===== src/verilog/rv_decode_pkg.sv =====
// Shared RV32I decode definitions; MISC-MEM and SYSTEM have no opcode entry and decode as illegal
package rv_decode_pkg;

    ////////////////////////////////////////////////////////////////////////////
    // Widths
    ////////////////////////////////////////////////////////////////////////////

    parameter int XLEN       = 32;  // Instruction and data width
    parameter int REG_ADDR_W = 5;   // x0..x31
    parameter int ALU_OP_W   = 4;   // {alt bit, funct3}
    parameter int MEM_CTRL_W = 3;   // Load/store funct3, size and sign

    ////////////////////////////////////////////////////////////////////////////
    // Encodings
    ////////////////////////////////////////////////////////////////////////////

    // Standard RV32I major opcodes, bits [6:0] of the word
    typedef enum logic [6:0] {
        OPC_LOAD   = 7'b0000011,
        OPC_STORE  = 7'b0100011,
        OPC_OP     = 7'b0110011,
        OPC_OPIMM  = 7'b0010011,
        OPC_LUI    = 7'b0110111,
        OPC_AUIPC  = 7'b0010111,
        OPC_BRANCH = 7'b1100011,
        OPC_JAL    = 7'b1101111,
        OPC_JALR   = 7'b1100111
    } opcode_e;

    parameter logic [ALU_OP_W-1:0] ALU_ADD    = 4'b0000;     // Also used for address calc
    parameter logic [2:0]          FUNCT3_SR  = 3'b101;      // SRL/SRA, SRLI/SRAI
    parameter logic [6:0]          FUNCT7_ALT = 7'b0100000;  // SUB, SRA, SRAI

    ////////////////////////////////////////////////////////////////////////////
    // Decoded record
    ////////////////////////////////////////////////////////////////////////////

    // Register addresses are zero whenever the field is not used,
    // so the hazard check can compare them without looking at the opcode
    typedef struct packed {
        logic                  illegal;   // Unknown opcode
        logic [ALU_OP_W-1:0]   alu_op;
        logic [REG_ADDR_W-1:0] rs1;
        logic [REG_ADDR_W-1:0] rs2;
        logic [REG_ADDR_W-1:0] rd;        // Zero when wb is clear
        logic                  wb;        // Writes rd
        logic                  use_rs2;
        logic                  use_imm;
        logic [XLEN-1:0]       imm;       // Sign extended, or shamt
        logic                  mem_en;    // LOAD or STORE
        logic                  mem_we;    // STORE only
        logic [MEM_CTRL_W-1:0] mem_ctrl;  // funct3 of the access
        logic [XLEN-1:0]       instr;     // Raw word for trace
    } decoded_instr_t;

endpackage

===== src/verilog/decode_stage_top.sv =====
// Decode stage top; 2-cycle latency accept to out_valid_o, 3 with a hazard bubble, debug word not exported
`timescale 1ns/10ps

module decode_stage_top import rv_decode_pkg::*; #(
    parameter int FIFO_DEPTH = 2
) (
    input  logic                  clk_i,
    input  logic                  rstn_i,
    // Instruction in
    input  logic [XLEN-1:0]       instr_i,
    input  logic                  instr_valid_i,
    output logic                  instr_ready_o,
    // Decoded record out
    output logic                  out_valid_o,
    input  logic                  out_ready_i,
    output logic                  illegal_o,
    output logic [ALU_OP_W-1:0]   alu_op_o,
    output logic [REG_ADDR_W-1:0] rs1_o,
    output logic [REG_ADDR_W-1:0] rs2_o,
    output logic [REG_ADDR_W-1:0] rd_o,
    output logic                  wb_o,
    output logic                  use_rs2_o,
    output logic                  use_imm_o,
    output logic [XLEN-1:0]       imm_o,
    output logic                  mem_en_o,
    output logic                  mem_we_o,
    output logic [MEM_CTRL_W-1:0] mem_ctrl_o
);

    logic           dec_valid;
    logic           dec_ready;
    decoded_instr_t dec_data;
    logic           fifo_valid;
    logic           fifo_ready;
    decoded_instr_t fifo_data;
    decoded_instr_t issue_data;

    instr_decoder u_decoder (
        .clk_i         (clk_i),
        .rstn_i        (rstn_i),
        .instr_i       (instr_i),
        .instr_valid_i (instr_valid_i),
        .instr_ready_o (instr_ready_o),
        .dec_valid_o   (dec_valid),
        .dec_ready_i   (dec_ready),
        .dec_data_o    (dec_data)
    );

    decode_fifo #(
        .DEPTH (FIFO_DEPTH)
    ) u_fifo (
        .clk_i       (clk_i),
        .rstn_i      (rstn_i),
        .in_valid_i  (dec_valid),
        .in_ready_o  (dec_ready),
        .in_data_i   (dec_data),
        .out_valid_o (fifo_valid),
        .out_ready_i (fifo_ready),
        .out_data_o  (fifo_data)
    );

    hazard_issue u_issue (
        .clk_i       (clk_i),
        .rstn_i      (rstn_i),
        .in_valid_i  (fifo_valid),
        .in_ready_o  (fifo_ready),
        .in_data_i   (fifo_data),
        .out_valid_o (out_valid_o),
        .out_ready_i (out_ready_i),
        .out_data_o  (issue_data)
    );

    ////////////////////////////////////////////////////////////////////////////
    // Record to flat ports
    ////////////////////////////////////////////////////////////////////////////

    assign illegal_o  = issue_data.illegal;
    assign alu_op_o   = issue_data.alu_op;
    assign rs1_o      = issue_data.rs1;
    assign rs2_o      = issue_data.rs2;
    assign rd_o       = issue_data.rd;
    assign wb_o       = issue_data.wb;
    assign use_rs2_o  = issue_data.use_rs2;
    assign use_imm_o  = issue_data.use_imm;
    assign imm_o      = issue_data.imm;
    assign mem_en_o   = issue_data.mem_en;
    assign mem_we_o   = issue_data.mem_we;
    assign mem_ctrl_o = issue_data.mem_ctrl;  // issue_data.instr stays internal

endmodule


===== src/verilog/hazard_issue.sv =====
// Issue stage; checks read-after-write only against the last issued record, one bubble per hazard
`timescale 1ns/10ps

module hazard_issue import rv_decode_pkg::*; (
    input  logic           clk_i,
    input  logic           rstn_i,
    input  logic           in_valid_i,
    output logic           in_ready_o,
    input  decoded_instr_t in_data_i,
    output logic           out_valid_o,
    input  logic           out_ready_i,
    output decoded_instr_t out_data_o
);

    logic [REG_ADDR_W-1:0] last_rd_q;    // Zero if last issue wrote nothing
    logic                  bubbled_q;    // Head already paid its bubble
    logic                  rs1_hit;
    logic                  rs2_hit;
    logic                  hazard;
    logic                  issue;

    ////////////////////////////////////////////////////////////////////////////
    // Hazard detection
    ////////////////////////////////////////////////////////////////////////////

    // Unused source fields arrive as zero, x0 never matches
    assign rs1_hit = (in_data_i.rs1 != '0) && (in_data_i.rs1 == last_rd_q);
    assign rs2_hit = in_data_i.use_rs2 && (in_data_i.rs2 != '0) &&
                     (in_data_i.rs2 == last_rd_q);

    assign hazard = in_valid_i && !bubbled_q && (rs1_hit || rs2_hit);

    // Head passes straight through unless this is the bubble cycle
    assign out_valid_o = in_valid_i && !hazard;
    assign in_ready_o  = out_ready_i && !hazard;
    assign out_data_o  = in_data_i;

    assign issue = out_valid_o && out_ready_i;

    ////////////////////////////////////////////////////////////////////////////
    // Issue history
    ////////////////////////////////////////////////////////////////////////////

    always_ff @(posedge clk_i) begin
        if (!rstn_i) begin
            last_rd_q <= '0;
            bubbled_q <= 1'b0;
        end else begin
            if (issue) begin
                last_rd_q <= in_data_i.wb ? in_data_i.rd : '0;
            end
            // Held until the stalled head actually issues
            if (hazard) begin
                bubbled_q <= 1'b1;
            end else if (issue) begin
                bubbled_q <= 1'b0;
            end
        end
    end

endmodule


===== src/verilog/decode_fifo.sv =====
// Decoded-instruction FIFO; DEPTH must be a power of two and at least 2, head is registered storage
`timescale 1ns/10ps

module decode_fifo import rv_decode_pkg::*; #(
    parameter int DEPTH = 2
) (
    input  logic           clk_i,
    input  logic           rstn_i,
    input  logic           in_valid_i,
    output logic           in_ready_o,
    input  decoded_instr_t in_data_i,
    output logic           out_valid_o,
    input  logic           out_ready_i,
    output decoded_instr_t out_data_o
);

    localparam int PTR_W = $clog2(DEPTH);
    localparam int CNT_W = $clog2(DEPTH + 1);

    decoded_instr_t mem_q [DEPTH];

    logic [PTR_W-1:0] wr_ptr_q;
    logic [PTR_W-1:0] rd_ptr_q;
    logic [CNT_W-1:0] count_q;
    logic             push;
    logic             pop;

    assign in_ready_o  = (count_q != CNT_W'(DEPTH));
    assign out_valid_o = (count_q != '0);
    assign out_data_o  = mem_q[rd_ptr_q];

    assign push = in_valid_i && in_ready_o;
    assign pop  = out_valid_o && out_ready_i;

    ////////////////////////////////////////////////////////////////////////////
    // Pointers and fill level
    ////////////////////////////////////////////////////////////////////////////

    always_ff @(posedge clk_i) begin
        if (!rstn_i) begin
            wr_ptr_q <= '0;
            rd_ptr_q <= '0;
            count_q  <= '0;
        end else begin
            if (push) begin
                wr_ptr_q <= wr_ptr_q + 1'b1;  // Wraps, DEPTH is 2^n
            end
            if (pop) begin
                rd_ptr_q <= rd_ptr_q + 1'b1;
            end
            if (push && !pop) begin
                count_q <= count_q + 1'b1;
            end else if (pop && !push) begin
                count_q <= count_q - 1'b1;
            end
        end
    end

    // Storage
    always_ff @(posedge clk_i) begin
        if (push) begin
            mem_q[wr_ptr_q] <= in_data_i;
        end
    end

endmodule


===== src/verilog/instr_decoder.sv =====
// RV32I decoder with one output register; instr_i must hold steady while valid is high and not ready
`timescale 1ns/10ps

module instr_decoder import rv_decode_pkg::*; (
    input  logic           clk_i,
    input  logic           rstn_i,
    input  logic [XLEN-1:0] instr_i,
    input  logic           instr_valid_i,
    output logic           instr_ready_o,
    output logic           dec_valid_o,
    input  logic           dec_ready_i,
    output decoded_instr_t dec_data_o
);

    ////////////////////////////////////////////////////////////////////////////
    // Instruction fields
    ////////////////////////////////////////////////////////////////////////////

    opcode_e               opcode;
    logic [2:0]            funct3;
    logic [6:0]            funct7;
    logic [REG_ADDR_W-1:0] rs1_f;
    logic [REG_ADDR_W-1:0] rs2_f;
    logic [REG_ADDR_W-1:0] rd_f;
    logic                  alt_bit;   // Bit 30, SUB/SRA select
    logic                  is_shift;

    logic [XLEN-1:0] imm_i;
    logic [XLEN-1:0] imm_s;
    logic [XLEN-1:0] imm_b;
    logic [XLEN-1:0] imm_u;
    logic [XLEN-1:0] imm_j;
    logic [XLEN-1:0] imm_sh;

    decoded_instr_t dec_d;
    logic           accept;

    assign opcode = opcode_e'(instr_i[6:0]);
    assign rd_f   = instr_i[11:7];
    assign funct3 = instr_i[14:12];
    assign rs1_f  = instr_i[19:15];
    assign rs2_f  = instr_i[24:20];
    assign funct7 = instr_i[31:25];

    assign alt_bit  = |(funct7 & FUNCT7_ALT);
    // Only SLLI (001) and SRxI (101) have funct3[1:0] == 01
    assign is_shift = (funct3[1:0] == 2'b01);

    ////////////////////////////////////////////////////////////////////////////
    // Immediates
    ////////////////////////////////////////////////////////////////////////////

    assign imm_i  = {{20{instr_i[31]}}, instr_i[31:20]};
    assign imm_s  = {{20{instr_i[31]}}, instr_i[31:25], instr_i[11:7]};
    assign imm_b  = {{19{instr_i[31]}}, instr_i[31], instr_i[7], instr_i[30:25],
                     instr_i[11:8], 1'b0};
    assign imm_u  = {instr_i[31:12], 12'b0};
    assign imm_j  = {{11{instr_i[31]}}, instr_i[31], instr_i[19:12], instr_i[20],
                     instr_i[30:21], 1'b0};
    assign imm_sh = {{(XLEN-5){1'b0}}, instr_i[24:20]};  // Zero-extended shamt

    ////////////////////////////////////////////////////////////////////////////
    // Field decode
    ////////////////////////////////////////////////////////////////////////////

    always_comb begin
        dec_d          = '0;
        dec_d.alu_op   = ALU_ADD;
        dec_d.instr    = instr_i;
        case (opcode)
            OPC_LOAD: begin
                dec_d.rs1      = rs1_f;
                dec_d.wb       = 1'b0;  // Load writeback belongs to the LSU path
                dec_d.use_imm  = 1'b1;
                dec_d.imm      = imm_i;
                dec_d.mem_en   = 1'b1;
                dec_d.mem_ctrl = funct3;
            end
            OPC_STORE: begin
                dec_d.rs1      = rs1_f;
                dec_d.rs2      = rs2_f;
                dec_d.use_rs2  = 1'b1;  // Store data
                dec_d.use_imm  = 1'b1;
                dec_d.imm      = imm_s;
                dec_d.mem_en   = 1'b1;
                dec_d.mem_we   = 1'b1;
                dec_d.mem_ctrl = funct3;
            end
            OPC_OP: begin
                dec_d.alu_op  = {alt_bit, funct3};
                dec_d.rs1     = rs1_f;
                dec_d.rs2     = rs2_f;
                dec_d.wb      = 1'b1;
                dec_d.use_rs2 = 1'b1;
            end
            OPC_OPIMM: begin
                // Bit 30 is part of the immediate except for right shifts
                dec_d.alu_op  = {(funct3 == FUNCT3_SR) ? alt_bit : 1'b0, funct3};
                dec_d.rs1     = rs1_f;
                dec_d.wb      = 1'b1;
                dec_d.use_imm = 1'b1;
                dec_d.imm     = is_shift ? imm_sh : imm_i;
            end
            OPC_LUI, OPC_AUIPC: begin
                dec_d.wb      = 1'b1;
                dec_d.use_imm = 1'b1;
                dec_d.imm     = imm_u;
            end
            OPC_BRANCH: begin
                dec_d.alu_op  = {1'b1, funct3};  // Compare ops
                dec_d.rs1     = rs1_f;
                dec_d.rs2     = rs2_f;
                dec_d.use_rs2 = 1'b1;
                dec_d.use_imm = 1'b1;  // Branch offset
                dec_d.imm     = imm_b;
            end
            OPC_JAL: begin
                dec_d.wb      = 1'b1;
                dec_d.use_imm = 1'b1;
                dec_d.imm     = imm_j;
            end
            OPC_JALR: begin
                dec_d.rs1     = rs1_f;
                dec_d.wb      = 1'b1;
                dec_d.use_imm = 1'b1;
                dec_d.imm     = imm_i;
            end
            default: begin
                dec_d.illegal = 1'b1;  // Passes through, no writeback, no access
            end
        endcase
        dec_d.rd = dec_d.wb ? rd_f : '0;
    end

    ////////////////////////////////////////////////////////////////////////////
    // Output register
    ////////////////////////////////////////////////////////////////////////////

    // Take a new word when empty or when the current record leaves this cycle
    assign instr_ready_o = !dec_valid_o || dec_ready_i;
    assign accept        = instr_valid_i && instr_ready_o;

    always_ff @(posedge clk_i) begin
        if (!rstn_i) begin
            dec_valid_o <= 1'b0;
        end else if (accept) begin
            dec_valid_o <= 1'b1;
        end else if (dec_ready_i) begin
            dec_valid_o <= 1'b0;
        end
    end

    always_ff @(posedge clk_i) begin
        if (accept) begin
            dec_data_o <= dec_d;
        end
    end

endmodule


===== config.mk =====
export PLATFORM = sky130hd
export DESIGN_NAME = decode_stage_top
export DESIGN_NICKNAME = d
export VERILOG_FILES = /design/src/verilog/rv_decode_pkg.sv /design/src/verilog/decode_stage_top.sv /design/src/verilog/hazard_issue.sv /design/src/verilog/decode_fifo.sv /design/src/verilog/instr_decoder.sv
export SDC_FILE = /design/constraint.sdc
export NUM_CORES = 1
export LEC_CHECK = 0
export BUFFER_PORTS_ARGS = -buffer_cell sky130_fd_sc_hd__buf_2
export CAP_MARGIN = 20
export CORE_MARGIN = 8
export CORE_UTILIZATION = 45
export DETAILED_ROUTE_END_ITERATION = 10
export GPL_ROUTABILITY_DRIVEN = 0
export PLACE_DENSITY = 0.68
export SYNTH_ARGS = -nofsm -noshare
export SYNTH_HDL_FRONTEND = slang
export SYNTH_SLANG_ARGS = --single-unit

===== constraint.sdc =====
create_clock -name clk_i -period 4.21 [get_ports clk_i]
set_input_delay 0.842 -clock clk_i [delete_from_list [all_inputs] [get_ports clk_i]]
set_output_delay 0.842 -clock clk_i [all_outputs]
set_load 0.005 [all_outputs]

==> impl_metrics.prom, run 1 <==
# TYPE chip_impl_metric gauge
chip_impl_metric{name="clock_power_share",unit="%"} 35.8
chip_impl_metric{name="power_density",unit="mW/mm²"} 559
chip_impl_metric{name="final_design_area_no_fill",unit="mm²"} 0.00891
chip_impl_metric{name="post-cts-setup-buffers",unit=""} 0
chip_impl_metric{name="layout_min_cycle_time",unit="ns"} 3.69
chip_impl_metric{name="cts.repair.resized",unit=""} 0
chip_impl_metric{name="vdd_ir_drop_max",unit="mV"} 0.296
chip_impl_metric{name="power.share.sequential",unit="%"} 48.6
chip_impl_info{name="min-delay-start",value="u_decoder.dec_data_o[36]"} 1
chip_impl_info{name="post_synth_top_area_cell",value="sky130_fd_sc_hd__edfxtp_1"} 1
chip_impl_metric{name="finalSetupViolCount",unit=""} 0
chip_impl_metric{name="cts-buffers-inserted",unit=""} 17
chip_impl_metric{name="max_freq",unit="MHz"} 271
chip_impl_metric{name="final_antenna_net_count",unit=""} 0
chip_impl_metric{name="post_synth_num_cell_types",unit=""} 44
chip_impl_info{name="layout.cells.most_common",value="sky130_fd_sc_hd__edfxtp_1"} 1
chip_impl_info{name="postSynth.topFlopCell",value="sky130_fd_sc_hd__edfxtp_1"} 1
chip_impl_metric{name="crit_path_max_fanout",unit=""} 23
chip_impl_info{name="unrepaired_setup_endpoints_after_global_routing",value="no"} 1
chip_impl_info{name="ys_top_cells_by_area",value="sky130_fd_sc_hd__edfxtp_1 72%, sky130_fd_sc_hd__mux2_1 6.7%, sky130_fd_sc_hd__dfxtp_1 3.2%"} 1
chip_impl_metric{name="finalClockSkew",unit="ns"} 0.00906
chip_impl_metric{name="die_height",unit="µm"} 145
chip_impl_metric{name="place.port_buffers",unit=""} 97
chip_impl_metric{name="drt_first_iter_violations",unit=""} 273
chip_impl_metric{name="final_layout_size_suffix_gt1_share",unit="%"} 27.8
chip_impl_metric{name="postRouteWirelength",unit="mm"} 14.7
chip_impl_metric{name="grt_first_pass_wirelength",unit="mm"} 22.9
chip_impl_metric{name="synth.ff_latch_count",unit=""} 192
chip_impl_info{name="min_path_type",value="reg -> reg"} 1
chip_impl_metric{name="synth-warning-count",unit=""} 0
chip_impl_metric{name="syn_area_per_cell",unit="µm²"} 17.0
chip_impl_info{name="cp-end-kind",value="primary output"} 1
chip_impl_metric{name="synth_top_area_share",unit="%"} 72.0
chip_impl_metric{name="internal-power",unit="W"} 0.00378
chip_impl_metric{name="placementRows",unit=""} 47
chip_impl_metric{name="h-tree-depth",unit=""} 4
chip_impl_metric{name="relSlewSlack",unit="%"} 33.3
chip_impl_info{name="critical_path.most_common_cell",value="sky130_fd_sc_hd__nor2_1"} 1
chip_impl_metric{name="final_hold_viol_count",unit=""} 0
chip_impl_metric{name="placement.cell_area",unit="mm²"} 0.00825
chip_impl_metric{name="async_flop_share",unit="%"} 0
chip_impl_metric{name="cap_violations",unit=""} 0
chip_impl_metric{name="grt_util_all_layers",unit="%"} 14.2
chip_impl_metric{name="grt_start_max_net_pins",unit=""} 41
chip_impl_metric{name="worst-path-buf-inv",unit=""} 1
chip_impl_metric{name="timing.critical_path.arrival",unit="ns"} 2.85
chip_impl_metric{name="pin_count",unit=""} 98
chip_impl_metric{name="antenna_cells",unit=""} 0
chip_impl_metric{name="clk_transition_reported_paths",unit="ns"} 0.07
chip_impl_info{name="layout.cells.most_common_list",value="180 x sky130_fd_sc_hd__edfxtp_1, 97 x sky130_fd_sc_hd__buf_2, 45 x sky130_fd_sc_hd__mux2_1, 21 x sky130_fd_sc_hd__a21o_1, 19 x sky130_fd_sc_hd__and2_1"} 1
chip_impl_metric{name="hold_buffer_count_at_cts",unit=""} 0
chip_impl_metric{name="post_synth_edffs",unit=""} 180
chip_impl_metric{name="finish.net_count",unit=""} 587
chip_impl_metric{name="synth_seq_area_share",unit="%"} 75.2
chip_impl_metric{name="clock-sinks",unit=""} 192
chip_impl_metric{name="syn-cell-area",unit="mm²"} 0.00751
chip_impl_metric{name="sw_frac_of_total",unit="%"} 24.1
chip_impl_metric{name="fin_tns_setup",unit="ns"} 0
chip_impl_info{name="highest_layer",value="met4"} 1
chip_impl_metric{name="synth_to_final_area_change",unit="%"} 18.7
chip_impl_metric{name="grt_pass1_vias",unit=""} 4218
chip_impl_metric{name="register_area",unit="mm²"} 0.00565
chip_impl_metric{name="initial_utilization",unit="%"} 45.6
chip_impl_info{name="highest_delay_cell_along_the_critical_path",value="sky130_fd_sc_hd__dfxtp_2"} 1
chip_impl_metric{name="netSwitchingPower",unit="W"} 0.00120
chip_impl_metric{name="die_outline_area",unit="mm²"} 0.0211
chip_impl_info{name="cts_tree",value="done"} 1
chip_impl_metric{name="leakagePower",unit="nW"} 3.41
chip_impl_info{name="cp_top_family",value="flip-flops"} 1
chip_impl_info{name="status",value="finished, final reports clean"} 1
chip_impl_metric{name="area_of_the_multi_input_gates",unit="mm²"} 0.00178
chip_impl_metric{name="worstPathRequired",unit="ns"} 3.37
chip_impl_info{name="critical_path.startpoint_type",value="flop"} 1
chip_impl_metric{name="worst_path_largest_cell_delay",unit="ns"} 0.72
chip_impl_metric{name="wl_met1",unit="mm"} 6.19
chip_impl_metric{name="tightest_slew",unit="ns"} 0.999
chip_impl_metric{name="grt_antenna_before_repair",unit=""} 0
chip_impl_metric{name="met2_wirelength",unit="mm"} 7.40
chip_impl_metric{name="dpl.hpwl",unit="mm"} 10.2
chip_impl_metric{name="power.share.combinational",unit="%"} 15.7
chip_impl_metric{name="clockBufferDepth",unit=""} 2
chip_impl_metric{name="globalRoute.totalOverflow",unit=""} 0
chip_impl_info{name="timing_worst_setup_path_type",value="reg -> out"} 1
chip_impl_info{name="ctsRootBufferMaster",value="sky130_fd_sc_hd__clkbuf_16"} 1
chip_impl_metric{name="dr_wl_met3",unit="µm"} 907
chip_impl_metric{name="syn_inst",unit=""} 443
chip_impl_metric{name="die_width",unit="µm"} 145
chip_impl_metric{name="drc_errors",unit=""} 0
chip_impl_metric{name="viasPerCell",unit=""} 5.14
chip_impl_info{name="crit_path_cell_trace",value="mux4_2 > or4_4 > o22a_2 > nor2_1 > nor2_1 > buf_2"} 1
chip_impl_metric{name="placeableCoreArea",unit="mm²"} 0.0165
chip_impl_metric{name="fin_crit_sh",unit="%"} 87.6
chip_impl_metric{name="syn_nets",unit=""} 480
chip_impl_metric{name="dr.pass1.iters",unit=""} 4
chip_impl_metric{name="worstSkewPairLatency",unit="ns"} 0.43
chip_impl_metric{name="detailroute.via_count",unit=""} 4021
chip_impl_metric{name="drv_slew",unit=""} 0
chip_impl_metric{name="fillers",unit=""} 1342
chip_impl_metric{name="wl_per_cell",unit="µm"} 18.8
-- per-stage QoR --
stage / power, W / cells / util (%) / hold slack (ns) / setup WS [ns]
floorplan: 0.00291 / 443 / - / 0.421 / 0.606
global placement: 0.00324 / 751 / 50.1 / 0.422 / 0.970
detailed placement: 0.00326 / 751 / 50.1 / 0.430 / 0.953
CTS: 0.00503 / 782 / 54.1 / 0.444 / 0.487
global route: 0.00518 / 782 / 54.1 / 0.453 / 0.346
finish: 0.00498 / 782 / 54.1 / 0.444 / 0.521
-- cells by family after synthesis --
group                      count (synthesis)  share of synthesized area (%)
xor gates and xnor gates                  10                           1.17
adders and majority gates                  1                          0.167
and+or+nand+nor                           96                           7.10
buffers and inverters                     20                           1.25
muxes                                     61                           9.35
DFF                                      192                           75.2
AOI/OAI and AO/OA                         63                           5.80
-- sequential cells by signal (all words and copies together) (netlist names), named ones only --
signal and flops:
u_fifo.rd_ptr_q 1, u_fifo.mem_q 120, u_issue.last_rd_q 5, u_decoder.dec_data_o 60, u_fifo.count_q 2, u_issue.bubbled_q 1
u_fifo.wr_ptr_q 1, u_decoder.dec_valid_o 1
-- power by group through the flow --
stage | clock, W | combinational, W | sequential [W]
after global routing | 0.00188 | 0.000865 | 0.00244
after floorplan | 0 | 0.000503 | 0.00241
after global placement | 0 | 0.000792 | 0.00245
final | 0.00178 | 0.000781 | 0.00242
after CTS | 0.00181 | 0.000808 | 0.00242
after detailed placement | 0 | 0.000802 | 0.00246
-- per-layer routing --
layer | vias to the layer above | global-route usage (%)
met5 | - | 0
met4 | 0 | 4.53
met3 | 15 | 5.07
met2 | 118 | 23.7
met1 | 1983 | 16.9
li1 | 1905 | -
-- worst paths after layout --
check / slack [ns] / end / cells past startpoint
setup / recovery: 0.52 / out_valid_o / 6
hold / removal: 0.44 / u_fifo.mem_q[0][36] / 0
setup reg to reg: 0.99 / u_fifo.count_q[1] / 7
hold reg to reg: 0.44 / u_fifo.mem_q[0][36] / 0
-- synthesized netlist by cell type (2+ instances only) --
master and instances:
sky130_fd_sc_hd__mux2i_1 3, sky130_fd_sc_hd__dfxtp_1 12, sky130_fd_sc_hd__inv_1 4, sky130_fd_sc_hd__clkbuf_1 10, sky130_fd_sc_hd__o31a_1 2, sky130_fd_sc_hd__o21ai_1 7
sky130_fd_sc_hd__nor2_1 17, sky130_fd_sc_hd__buf_6 2, sky130_fd_sc_hd__or3_1 3, sky130_fd_sc_hd__nand2b_1 6, sky130_fd_sc_hd__and3_1 9, sky130_fd_sc_hd__a21o_1 21
sky130_fd_sc_hd__o2111ai_1 2, sky130_fd_sc_hd__o211ai_1 4, sky130_fd_sc_hd__a22o_1 4, sky130_fd_sc_hd__a21oi_1 10, sky130_fd_sc_hd__nand2_1 11, sky130_fd_sc_hd__edfxtp_1 180
sky130_fd_sc_hd__mux2_2 10, sky130_fd_sc_hd__o31ai_1 2, sky130_fd_sc_hd__nor2b_1 13, sky130_fd_sc_hd__nand3_1 7, sky130_fd_sc_hd__or4_4 2, sky130_fd_sc_hd__and2_1 20
sky130_fd_sc_hd__nor3_1 3, sky130_fd_sc_hd__o21ai_0 7, sky130_fd_sc_hd__mux2_1 45, sky130_fd_sc_hd__xor2_1 10, sky130_fd_sc_hd__mux2_4 2
-- final cells by class --
class,count,area share [%]
inverter,6,0.253
tap,220,3.09
multi-input combinational,231,20.0
clock buffer,17,4.77
timing repair buffer,102,5.87
clock inverter,14,2.68
sequential,192,63.4
Power figures use the tool's default switching activity.
==> run 2: changes to the inputs <==
Settings changed: PLACE_DENSITY 0.68 to unset, PLACE_DENSITY_LB_ADDON set to 0.05, REMOVE_ABC_BUFFERS set to 1.
==> impl_metrics.prom, run 2 (synthesized netlist as in run 1, its figures left out) <==
# TYPE chip_impl_metric gauge
chip_impl_metric{name="grt_start_max_net_pins",unit=""} 40
chip_impl_metric{name="finalSetupViolCount",unit=""} 0
chip_impl_metric{name="finish.net_count",unit=""} 589
chip_impl_info{name="layout.cells.most_common_list",value="180 x sky130_fd_sc_hd__edfxtp_1, 97 x sky130_fd_sc_hd__buf_2, 45 x sky130_fd_sc_hd__mux2_1, 21 x sky130_fd_sc_hd__a21o_1, 19 x sky130_fd_sc_hd__and2_1"} 1
chip_impl_metric{name="rr_worst_depth",unit=""} 9
chip_impl_metric{name="hold_buffer_count_at_cts",unit=""} 0
chip_impl_metric{name="final_hold_viol_count",unit=""} 0
chip_impl_metric{name="post-cts-setup-buffers",unit=""} 0
chip_impl_metric{name="power.share.combinational",unit="%"} 16.5
chip_impl_metric{name="worst_path_largest_cell_delay",unit="ns"} 0.64
chip_impl_metric{name="cts-buffers-inserted",unit=""} 17
chip_impl_metric{name="power.share.sequential",unit="%"} 49.7
chip_impl_info{name="timing_worst_setup_path_type",value="reg -> out"} 1
chip_impl_metric{name="grt_first_pass_wirelength",unit="mm"} 23.1
chip_impl_info{name="reg2reg_to",value="u_fifo.count_q[1]"} 1
chip_impl_metric{name="vdd_ir_drop_max",unit="mV"} 0.303
chip_impl_metric{name="drc_errors",unit=""} 0
chip_impl_info{name="crit_path_cell_trace",value="buf_4 > mux2_2 > xor2_1 > or2_0 > o22a_2 > nor2_1 > nor2_1 > buf_2"} 1
chip_impl_metric{name="timing.critical_path.arrival",unit="ns"} 2.82
chip_impl_metric{name="largest_reg_flops",unit=""} 120
chip_impl_metric{name="min_path_cells",unit=""} 0
chip_impl_metric{name="dr.pass1.iters",unit=""} 4
chip_impl_metric{name="pin_count",unit=""} 98
chip_impl_metric{name="grt_util_all_layers",unit="%"} 14.2
chip_impl_info{name="min_delay_worst_endpoint",value="u_fifo.mem_q[0][64]"} 1
chip_impl_info{name="cts_tree",value="done"} 1
chip_impl_info{name="cp_top_family",value="flip-flops"} 1
chip_impl_metric{name="die_width",unit="µm"} 145
chip_impl_metric{name="drv_slew",unit=""} 0
chip_impl_metric{name="worstSkewPairLatency",unit="ns"} 0.43
chip_impl_metric{name="globalRoute.totalOverflow",unit=""} 0
chip_impl_metric{name="detailroute.via_count",unit=""} 4015
chip_impl_info{name="biggestRegsByFlops",value="u_fifo.mem_q: 120 flops, u_decoder.dec_data_o: 60 flops, u_issue.last_rd_q: 5 flops"} 1
chip_impl_metric{name="tightest_slew",unit="ns"} 1.07
chip_impl_metric{name="worstPathRequired",unit="ns"} 3.37
chip_impl_metric{name="h-tree-depth",unit=""} 4
chip_impl_metric{name="clock-sinks",unit=""} 192
chip_impl_metric{name="viasPerCell",unit=""} 5.11
chip_impl_metric{name="placementRows",unit=""} 47
chip_impl_info{name="critical_path.most_common_cell",value="sky130_fd_sc_hd__nor2_1"} 1
chip_impl_metric{name="netSwitchingPower",unit="W"} 0.00123
chip_impl_metric{name="die_outline_area",unit="mm²"} 0.0211
chip_impl_metric{name="leakagePower",unit="nW"} 3.40
chip_impl_metric{name="worst-path-buf-inv",unit=""} 2
chip_impl_info{name="min-delay-start",value="u_decoder.dec_data_o[64]"} 1
chip_impl_metric{name="antenna_cells",unit=""} 0
chip_impl_metric{name="cap_violations",unit=""} 0
chip_impl_metric{name="grt_pass1_vias",unit=""} 4280
chip_impl_metric{name="clk_transition_reported_paths",unit="ns"} 0.07
chip_impl_metric{name="fin_crit_sh",unit="%"} 87.0
chip_impl_metric{name="die_height",unit="µm"} 145
chip_impl_metric{name="fin_tns_setup",unit="ns"} 0
chip_impl_metric{name="postRouteWirelength",unit="mm"} 14.6
chip_impl_metric{name="cts.repair.resized",unit=""} 0
chip_impl_metric{name="layout_min_cycle_time",unit="ns"} 3.66
chip_impl_metric{name="drt_first_iter_violations",unit=""} 167
chip_impl_info{name="layout.cells.most_common",value="sky130_fd_sc_hd__edfxtp_1"} 1
chip_impl_metric{name="place.port_buffers",unit=""} 97
chip_impl_metric{name="final_layout_size_suffix_gt1_share",unit="%"} 28.0
chip_impl_metric{name="worst-r2r-setup-slack",unit="ns"} 1.02
chip_impl_info{name="largest_register_by_flop_count",value="u_fifo.mem_q"} 1
chip_impl_info{name="highest_delay_cell_along_the_critical_path",value="sky130_fd_sc_hd__dfxtp_2"} 1
chip_impl_info{name="status",value="finished, final reports clean"} 1
chip_impl_info{name="critical_path.startpoint_type",value="flop"} 1
chip_impl_info{name="cp-end-kind",value="primary output"} 1
chip_impl_metric{name="clock_power_share",unit="%"} 33.8
chip_impl_metric{name="finalClockSkew",unit="ns"} 0.00630
chip_impl_metric{name="sw_frac_of_total",unit="%"} 25.4
chip_impl_metric{name="max_freq",unit="MHz"} 273
chip_impl_metric{name="crit_path_max_fanout",unit=""} 26
chip_impl_metric{name="dpl.hpwl",unit="mm"} 10.1
chip_impl_metric{name="final_antenna_net_count",unit=""} 0
chip_impl_metric{name="synth_to_final_area_change",unit="%"} 18.3
chip_impl_info{name="ctsRootBufferMaster",value="sky130_fd_sc_hd__clkbuf_16"} 1
chip_impl_metric{name="grt_antenna_before_repair",unit=""} 0
chip_impl_metric{name="placeableCoreArea",unit="mm²"} 0.0165
chip_impl_metric{name="power_density",unit="mW/mm²"} 546
chip_impl_info{name="unrepaired_setup_endpoints_after_global_routing",value="no"} 1
chip_impl_metric{name="internal-power",unit="W"} 0.00362
chip_impl_metric{name="clockBufferDepth",unit=""} 2
chip_impl_info{name="min_path_type",value="reg -> reg"} 1
chip_impl_metric{name="initial_utilization",unit="%"} 45.6
chip_impl_metric{name="wl_per_cell",unit="µm"} 18.6
chip_impl_metric{name="post-route-util",unit="%"} 54.0
chip_impl_metric{name="relSlewSlack",unit="%"} 28.3
-- run 2: cell types whose count changed in the layout (fill, tap and decap cells not counted), sizes merged --
cell	delta
bufinv	-3
inv	+3
buf	+2
clkbuf	+1
clkinv	-1
clkinvlp	+1
-- run 2: layout make-up --
type / count / area [µm²]
Multi-Input combinational cell: 231 / 1780
Clock inverter: 14 / 180
Clock buffer: 18 / 429
Sequential cell: 192 / 5650
Fill cell: 1385 / 7580
Timing Repair Buffer: 104 / 551
Inverter: 6 / 22.5
Tap cell: 220 / 275
-- run 2: power groups by stage --
| stage | Sequential (W) | Combinational (W) | Clock, W |
|---|---|---|---|
| 4_1_cts | 0.00242 | 0.000819 | 0.00168 |
| 3_3_place_gp | 0.00245 | 0.000811 | 0 |
| 2_1_floorplan | 0.00247 | 0.000433 | 0 |
| 6_report | 0.00241 | 0.000801 | 0.00164 |
| 5_1_grt | 0.00243 | 0.000885 | 0.00176 |
| 3_5_place_dp | 0.00246 | 0.000815 | 0 |
-- run 2: per-stage QoR --
step | hold slack (ns) | instance area (µm²) | total power [W] | std cells | worst slack [ns]
global placement | 0.423 | 8260 | 0.00326 | 752 | 0.931
finish | 0.443 | 8880 | 0.00485 | 785 | 0.546
detailed placement | 0.431 | 8260 | 0.00327 | 752 | 0.931
floorplan | 0.421 | 7440 | 0.00290 | 429 | 0.0648
global route | 0.454 | 8880 | 0.00508 | 785 | 0.329
CTS | 0.448 | 8860 | 0.00492 | 784 | 0.451
-- run 2: routing by layer --
layer  up-vias  GRT usage (%)  part of all wire (%)
li1       1913              -                     -
met3        15           4.66                   5.4
met1      1979           17.5                    46
met2       108           23.0                    48
met5         -              0                     0
met4         0           4.79                   1.1
-- run 2: worst max path at each step --
stage	from	endpoint	slack, ns	cells after the start
global placement	flop	out_valid_o	0.93	8
global route	flop	out_valid_o	0.33	8
CTS	flop	out_valid_o	0.45	8
finish	flop	out_valid_o	0.55	8
detailed placement	flop	out_valid_o	0.93	8
floorplan	flop	u_fifo.count_q[1]	0.06	7
-- run 2: worst reg2reg max path, stage by stage, from the launching register on --
cell and delay, ns:
sky130_fd_sc_hd__dfxtp_2 0.64, sky130_fd_sc_hd__buf_4 0.45, sky130_fd_sc_hd__mux2_2 0.41, sky130_fd_sc_hd__xor2_1 0.14
sky130_fd_sc_hd__or2_0 0.25, sky130_fd_sc_hd__o22a_2 0.24, sky130_fd_sc_hd__o21ai_2 0.20, sky130_fd_sc_hd__ha_1 0.29
sky130_fd_sc_hd__or3_1 0.35, sky130_fd_sc_hd__a21oi_1 0.14
==> run 3: changes to the inputs <==
Settings changed: ABC_AREA set to 1, PLACE_DENSITY_LB_ADDON 0.05 to unset.
==> impl_metrics.prom, run 3 <==
# TYPE chip_impl_metric gauge
chip_impl_info{name="critical_path.most_common_cell",value="sky130_fd_sc_hd__nand2_1"} 1
chip_impl_info{name="ys_top_cells_by_count",value="229 x sky130_fd_sc_hd__nand2_1, 180 x sky130_fd_sc_hd__edfxtp_1, 69 x sky130_fd_sc_hd__inv_1"} 1
chip_impl_metric{name="clk_transition_reported_paths",unit="ns"} 0.07
chip_impl_metric{name="worstSkewPairLatency",unit="ns"} 0.42
chip_impl_metric{name="drv_slew",unit=""} 0
chip_impl_metric{name="worstPathRequired",unit="ns"} 3.37
chip_impl_metric{name="placed_cells",unit=""} 974
chip_impl_metric{name="viasPerCell",unit=""} 4.89
chip_impl_info{name="unrepaired_setup_endpoints_after_global_routing",value="no"} 1
chip_impl_metric{name="syn_area_per_cell",unit="µm²"} 11.7
chip_impl_metric{name="synth-warning-count",unit=""} 0
chip_impl_metric{name="initial_utilization",unit="%"} 45.4
chip_impl_metric{name="grt_util_all_layers",unit="%"} 15.3
chip_impl_metric{name="critical_path_cell_count",unit=""} 11
chip_impl_metric{name="h-tree-depth",unit=""} 4
chip_impl_metric{name="placeableCoreArea",unit="mm²"} 0.0171
chip_impl_info{name="ys_top_cells_by_area",value="sky130_fd_sc_hd__edfxtp_1 70%, sky130_fd_sc_hd__nand2_1 11%, sky130_fd_sc_hd__inv_1 3.3%"} 1
chip_impl_metric{name="crit_path_max_fanout",unit=""} 32
chip_impl_metric{name="final_layout_size_suffix_gt1_share",unit="%"} 22.7
chip_impl_metric{name="grt_start_max_net_pins",unit=""} 62
chip_impl_metric{name="postRouteWirelength",unit="mm"} 16.2
chip_impl_metric{name="finalSetupViolCount",unit=""} 0
chip_impl_info{name="status",value="finished, final reports clean"} 1
chip_impl_metric{name="vdd_ir_drop_max",unit="mV"} 0.297
chip_impl_info{name="layout.cells.most_common_list",value="229 x sky130_fd_sc_hd__nand2_1, 180 x sky130_fd_sc_hd__edfxtp_1, 97 x sky130_fd_sc_hd__buf_2, 68 x sky130_fd_sc_hd__inv_1, 44 x sky130_fd_sc_hd__nor2_1"} 1
chip_impl_info{name="cts_tree",value="done"} 1
chip_impl_metric{name="drc_errors",unit=""} 0
chip_impl_info{name="postSynth.topFlopCell",value="sky130_fd_sc_hd__edfxtp_1"} 1
chip_impl_metric{name="layout_min_cycle_time",unit="ns"} 2.96
chip_impl_metric{name="syn-cell-area",unit="mm²"} 0.00775
chip_impl_metric{name="drt_first_iter_violations",unit=""} 319
chip_impl_metric{name="wl_per_cell",unit="µm"} 16.1
chip_impl_metric{name="dpl.hpwl",unit="mm"} 11.1
chip_impl_metric{name="clockBufferDepth",unit=""} 2
chip_impl_metric{name="worst_path_largest_cell_delay",unit="ns"} 0.40
chip_impl_metric{name="worst-path-buf-inv",unit=""} 2
chip_impl_metric{name="dr.pass1.iters",unit=""} 4
chip_impl_metric{name="layout.cells.non_filler",unit=""} 1006
chip_impl_info{name="layout.cells.most_common",value="sky130_fd_sc_hd__nand2_1"} 1
chip_impl_info{name="biggestRegsByFlops",value="u_fifo.mem_q: 120 flops, u_decoder.dec_data_o: 60 flops, u_issue.last_rd_q: 5 flops"} 1
chip_impl_metric{name="async_flop_share",unit="%"} 0
chip_impl_metric{name="power_density",unit="mW/mm²"} 571
chip_impl_metric{name="grt_pass1_vias",unit=""} 4973
chip_impl_metric{name="fin_tns_setup",unit="ns"} 0
chip_impl_metric{name="final_hold_viol_count",unit=""} 0
chip_impl_metric{name="die_width",unit="µm"} 147
chip_impl_metric{name="placementRows",unit=""} 48
chip_impl_metric{name="finalClockSkew",unit="ns"} 0.00963
chip_impl_metric{name="synth_top_area_share",unit="%"} 69.7
chip_impl_metric{name="max_freq",unit="MHz"} 338
chip_impl_metric{name="cap_violations",unit=""} 0
chip_impl_info{name="largest_register_by_flop_count",value="u_fifo.mem_q"} 1
chip_impl_metric{name="largest_reg_flops",unit=""} 120
chip_impl_metric{name="synth_seq_area_share",unit="%"} 72.8
chip_impl_metric{name="detailroute.via_count",unit=""} 4922
chip_impl_metric{name="clock-sinks",unit=""} 192
chip_impl_metric{name="synth_to_final_area_change",unit="%"} 17.7
chip_impl_metric{name="fin_crit_sh",unit="%"} 70.3
chip_impl_metric{name="hold_buffer_count_at_cts",unit=""} 0
chip_impl_info{name="highest_delay_cell_along_the_critical_path",value="sky130_fd_sc_hd__dfxtp_2"} 1
chip_impl_metric{name="antenna_cells",unit=""} 0
chip_impl_metric{name="post-cts-setup-buffers",unit=""} 0
chip_impl_metric{name="tightest_slew",unit="ns"} 1.09
chip_impl_metric{name="grt_antenna_before_repair",unit=""} 0
chip_impl_metric{name="final_antenna_net_count",unit=""} 0
chip_impl_metric{name="pin_count",unit=""} 98
chip_impl_metric{name="cts.repair.resized",unit=""} 0
chip_impl_info{name="critical_path.startpoint_type",value="flop"} 1
chip_impl_metric{name="synth.ff_latch_count",unit=""} 192
chip_impl_info{name="cp_top_family",value="simple AND/OR/NAND/NOR gates"} 1
chip_impl_metric{name="post_synth_edffs",unit=""} 180
chip_impl_metric{name="timing.critical_path.arrival",unit="ns"} 2.12
chip_impl_info{name="crit_path_cell_trace",value="buf_4 > nand2_1 > nand2_1 > nand2_1 > nand2_1 > nand3_1 > nor2_1 > nand2_1 > nand2_2 > a21oi_1 > buf_2"} 1
chip_impl_metric{name="cts-buffers-inserted",unit=""} 17
chip_impl_metric{name="leakagePower",unit="nW"} 3.93
chip_impl_metric{name="relSlewSlack",unit="%"} 27.1
chip_impl_info{name="synthMostInstantiatedCell",value="sky130_fd_sc_hd__nand2_1"} 1
chip_impl_metric{name="post_synth_num_cell_types",unit=""} 37
chip_impl_metric{name="grt_first_pass_wirelength",unit="mm"} 26.0
chip_impl_info{name="post_synth_top_area_cell",value="sky130_fd_sc_hd__edfxtp_1"} 1
chip_impl_metric{name="min_path_cells",unit=""} 0
chip_impl_metric{name="die_outline_area",unit="mm²"} 0.0217
chip_impl_metric{name="syn_inst",unit=""} 663
chip_impl_metric{name="rr_worst_depth",unit=""} 15
chip_impl_info{name="cp-end-kind",value="primary output"} 1
chip_impl_metric{name="die_height",unit="µm"} 147
chip_impl_info{name="timing_worst_setup_path_type",value="reg -> out"} 1
chip_impl_metric{name="place.port_buffers",unit=""} 97
chip_impl_metric{name="finish.net_count",unit=""} 805
chip_impl_metric{name="globalRoute.totalOverflow",unit=""} 0
chip_impl_info{name="ctsRootBufferMaster",value="sky130_fd_sc_hd__clkbuf_16"} 1
chip_impl_info{name="min_path_type",value="reg -> reg"} 1
## run 3: cell count changes after synthesis, moves of 9 or more
cell | before | now
sky130_fd_sc_hd__and2_1 | 20 | 2
sky130_fd_sc_hd__xor2_1 | 10 | 0
sky130_fd_sc_hd__mux2_2 | 10 | 0
sky130_fd_sc_hd__nor2b_1 | 13 | 0
sky130_fd_sc_hd__and3_1 | 9 | 0
sky130_fd_sc_hd__nor2_1 | 17 | 46
sky130_fd_sc_hd__inv_1 | 4 | 69
sky130_fd_sc_hd__mux2_1 | 45 | 0
sky130_fd_sc_hd__o21ai_2 | 1 | 10
sky130_fd_sc_hd__nand2_1 | 11 | 229
sky130_fd_sc_hd__a21o_1 | 21 | 0
sky130_fd_sc_hd__nand3_1 | 7 | 17
## run 3: worst paths after layout
path	from	end	slack (ns)
hold reg to reg	u_decoder.dec_data_o[90]	u_fifo.mem_q[1][90]	0.44
setup reg to reg	flop	u_fifo.count_q[1]	1.60
hold / removal	u_decoder.dec_data_o[90]	u_fifo.mem_q[1][90]	0.44
setup / recovery	flop	out_valid_o	1.25
## run 3: stage by stage
stage	utilization (%)	power, W	cell area, µm²	setup slack, ns	hold slack [ns]
global route	53.5	0.00550	9130	1.02	0.456
CTS	53.5	0.00527	9130	1.21	0.445
detailed placement	49.7	0.00356	8480	1.10	0.430
floorplan	-	0.00307	7650	0.686	0.421
global placement	49.7	0.00353	8480	1.20	0.423
finish	53.5	0.00521	9130	1.25	0.444
## run 3: cells by family (layout without fill, tap and decap cells)
logic type | count (synthesis) | after routing | synth area share [%]
and+or+nand+nor | 333 | 333 | 18.3
AOI/OAI and AO/OA | 45 | 45 | 3.73
buffers and inverters | 92 | 210 | 4.99
DFF | 192 | 192 | 72.8
adders and majority gates | 1 | 1 | 0.161
## run 3: routing by layer
metal / wire [µm] / global-route usage [%] / up-vias
met1: 7290 / 19.0 / 2322
met5: 0 / 0 / -
li1: - / - / 2421
met4: 201 / 5.00 / 0
met2: 7650 / 25.0 / 158
met3: 1060 / 4.92 / 21
## run 3: report_power, final
part / switching (W) / internal [W] / leakage (nW)
clock: 0.000670 / 0.00105 / 0.306
sequential: 0.0000852 / 0.00233 / 1.82
combinational: 0.000718 / 0.000358 / 1.80
## run 3: cell type report
class                   count  area, µm²
well taps                 225        282
repair buffers            104        538
inverters                  74        283
fillers                  1491       7930
multi-input cells         379       1730
flip-flops and latches    192       5650
clock inverters            15        218
clock buffers              17        425
## run 3: worst reg2reg max path: stages (launching register included)
cell	delay (ns)
sky130_fd_sc_hd__dfxtp_2	0.40
sky130_fd_sc_hd__buf_4	0.37
sky130_fd_sc_hd__nand2_1	0.09
sky130_fd_sc_hd__o21ai_0	0.16
sky130_fd_sc_hd__nand2_1	0.10
sky130_fd_sc_hd__nand2_1	0.07
sky130_fd_sc_hd__nor2_1	0.04
sky130_fd_sc_hd__nand3_1	0.09
sky130_fd_sc_hd__nand2_2	0.09
sky130_fd_sc_hd__nand2_4	0.11
sky130_fd_sc_hd__nand3_4	0.13
sky130_fd_sc_hd__ha_1	0.35
sky130_fd_sc_hd__a21oi_1	0.12
sky130_fd_sc_hd__o21ai_0	0.12
sky130_fd_sc_hd__o21ai_0	0.20
sky130_fd_sc_hd__a21oi_1	0.06
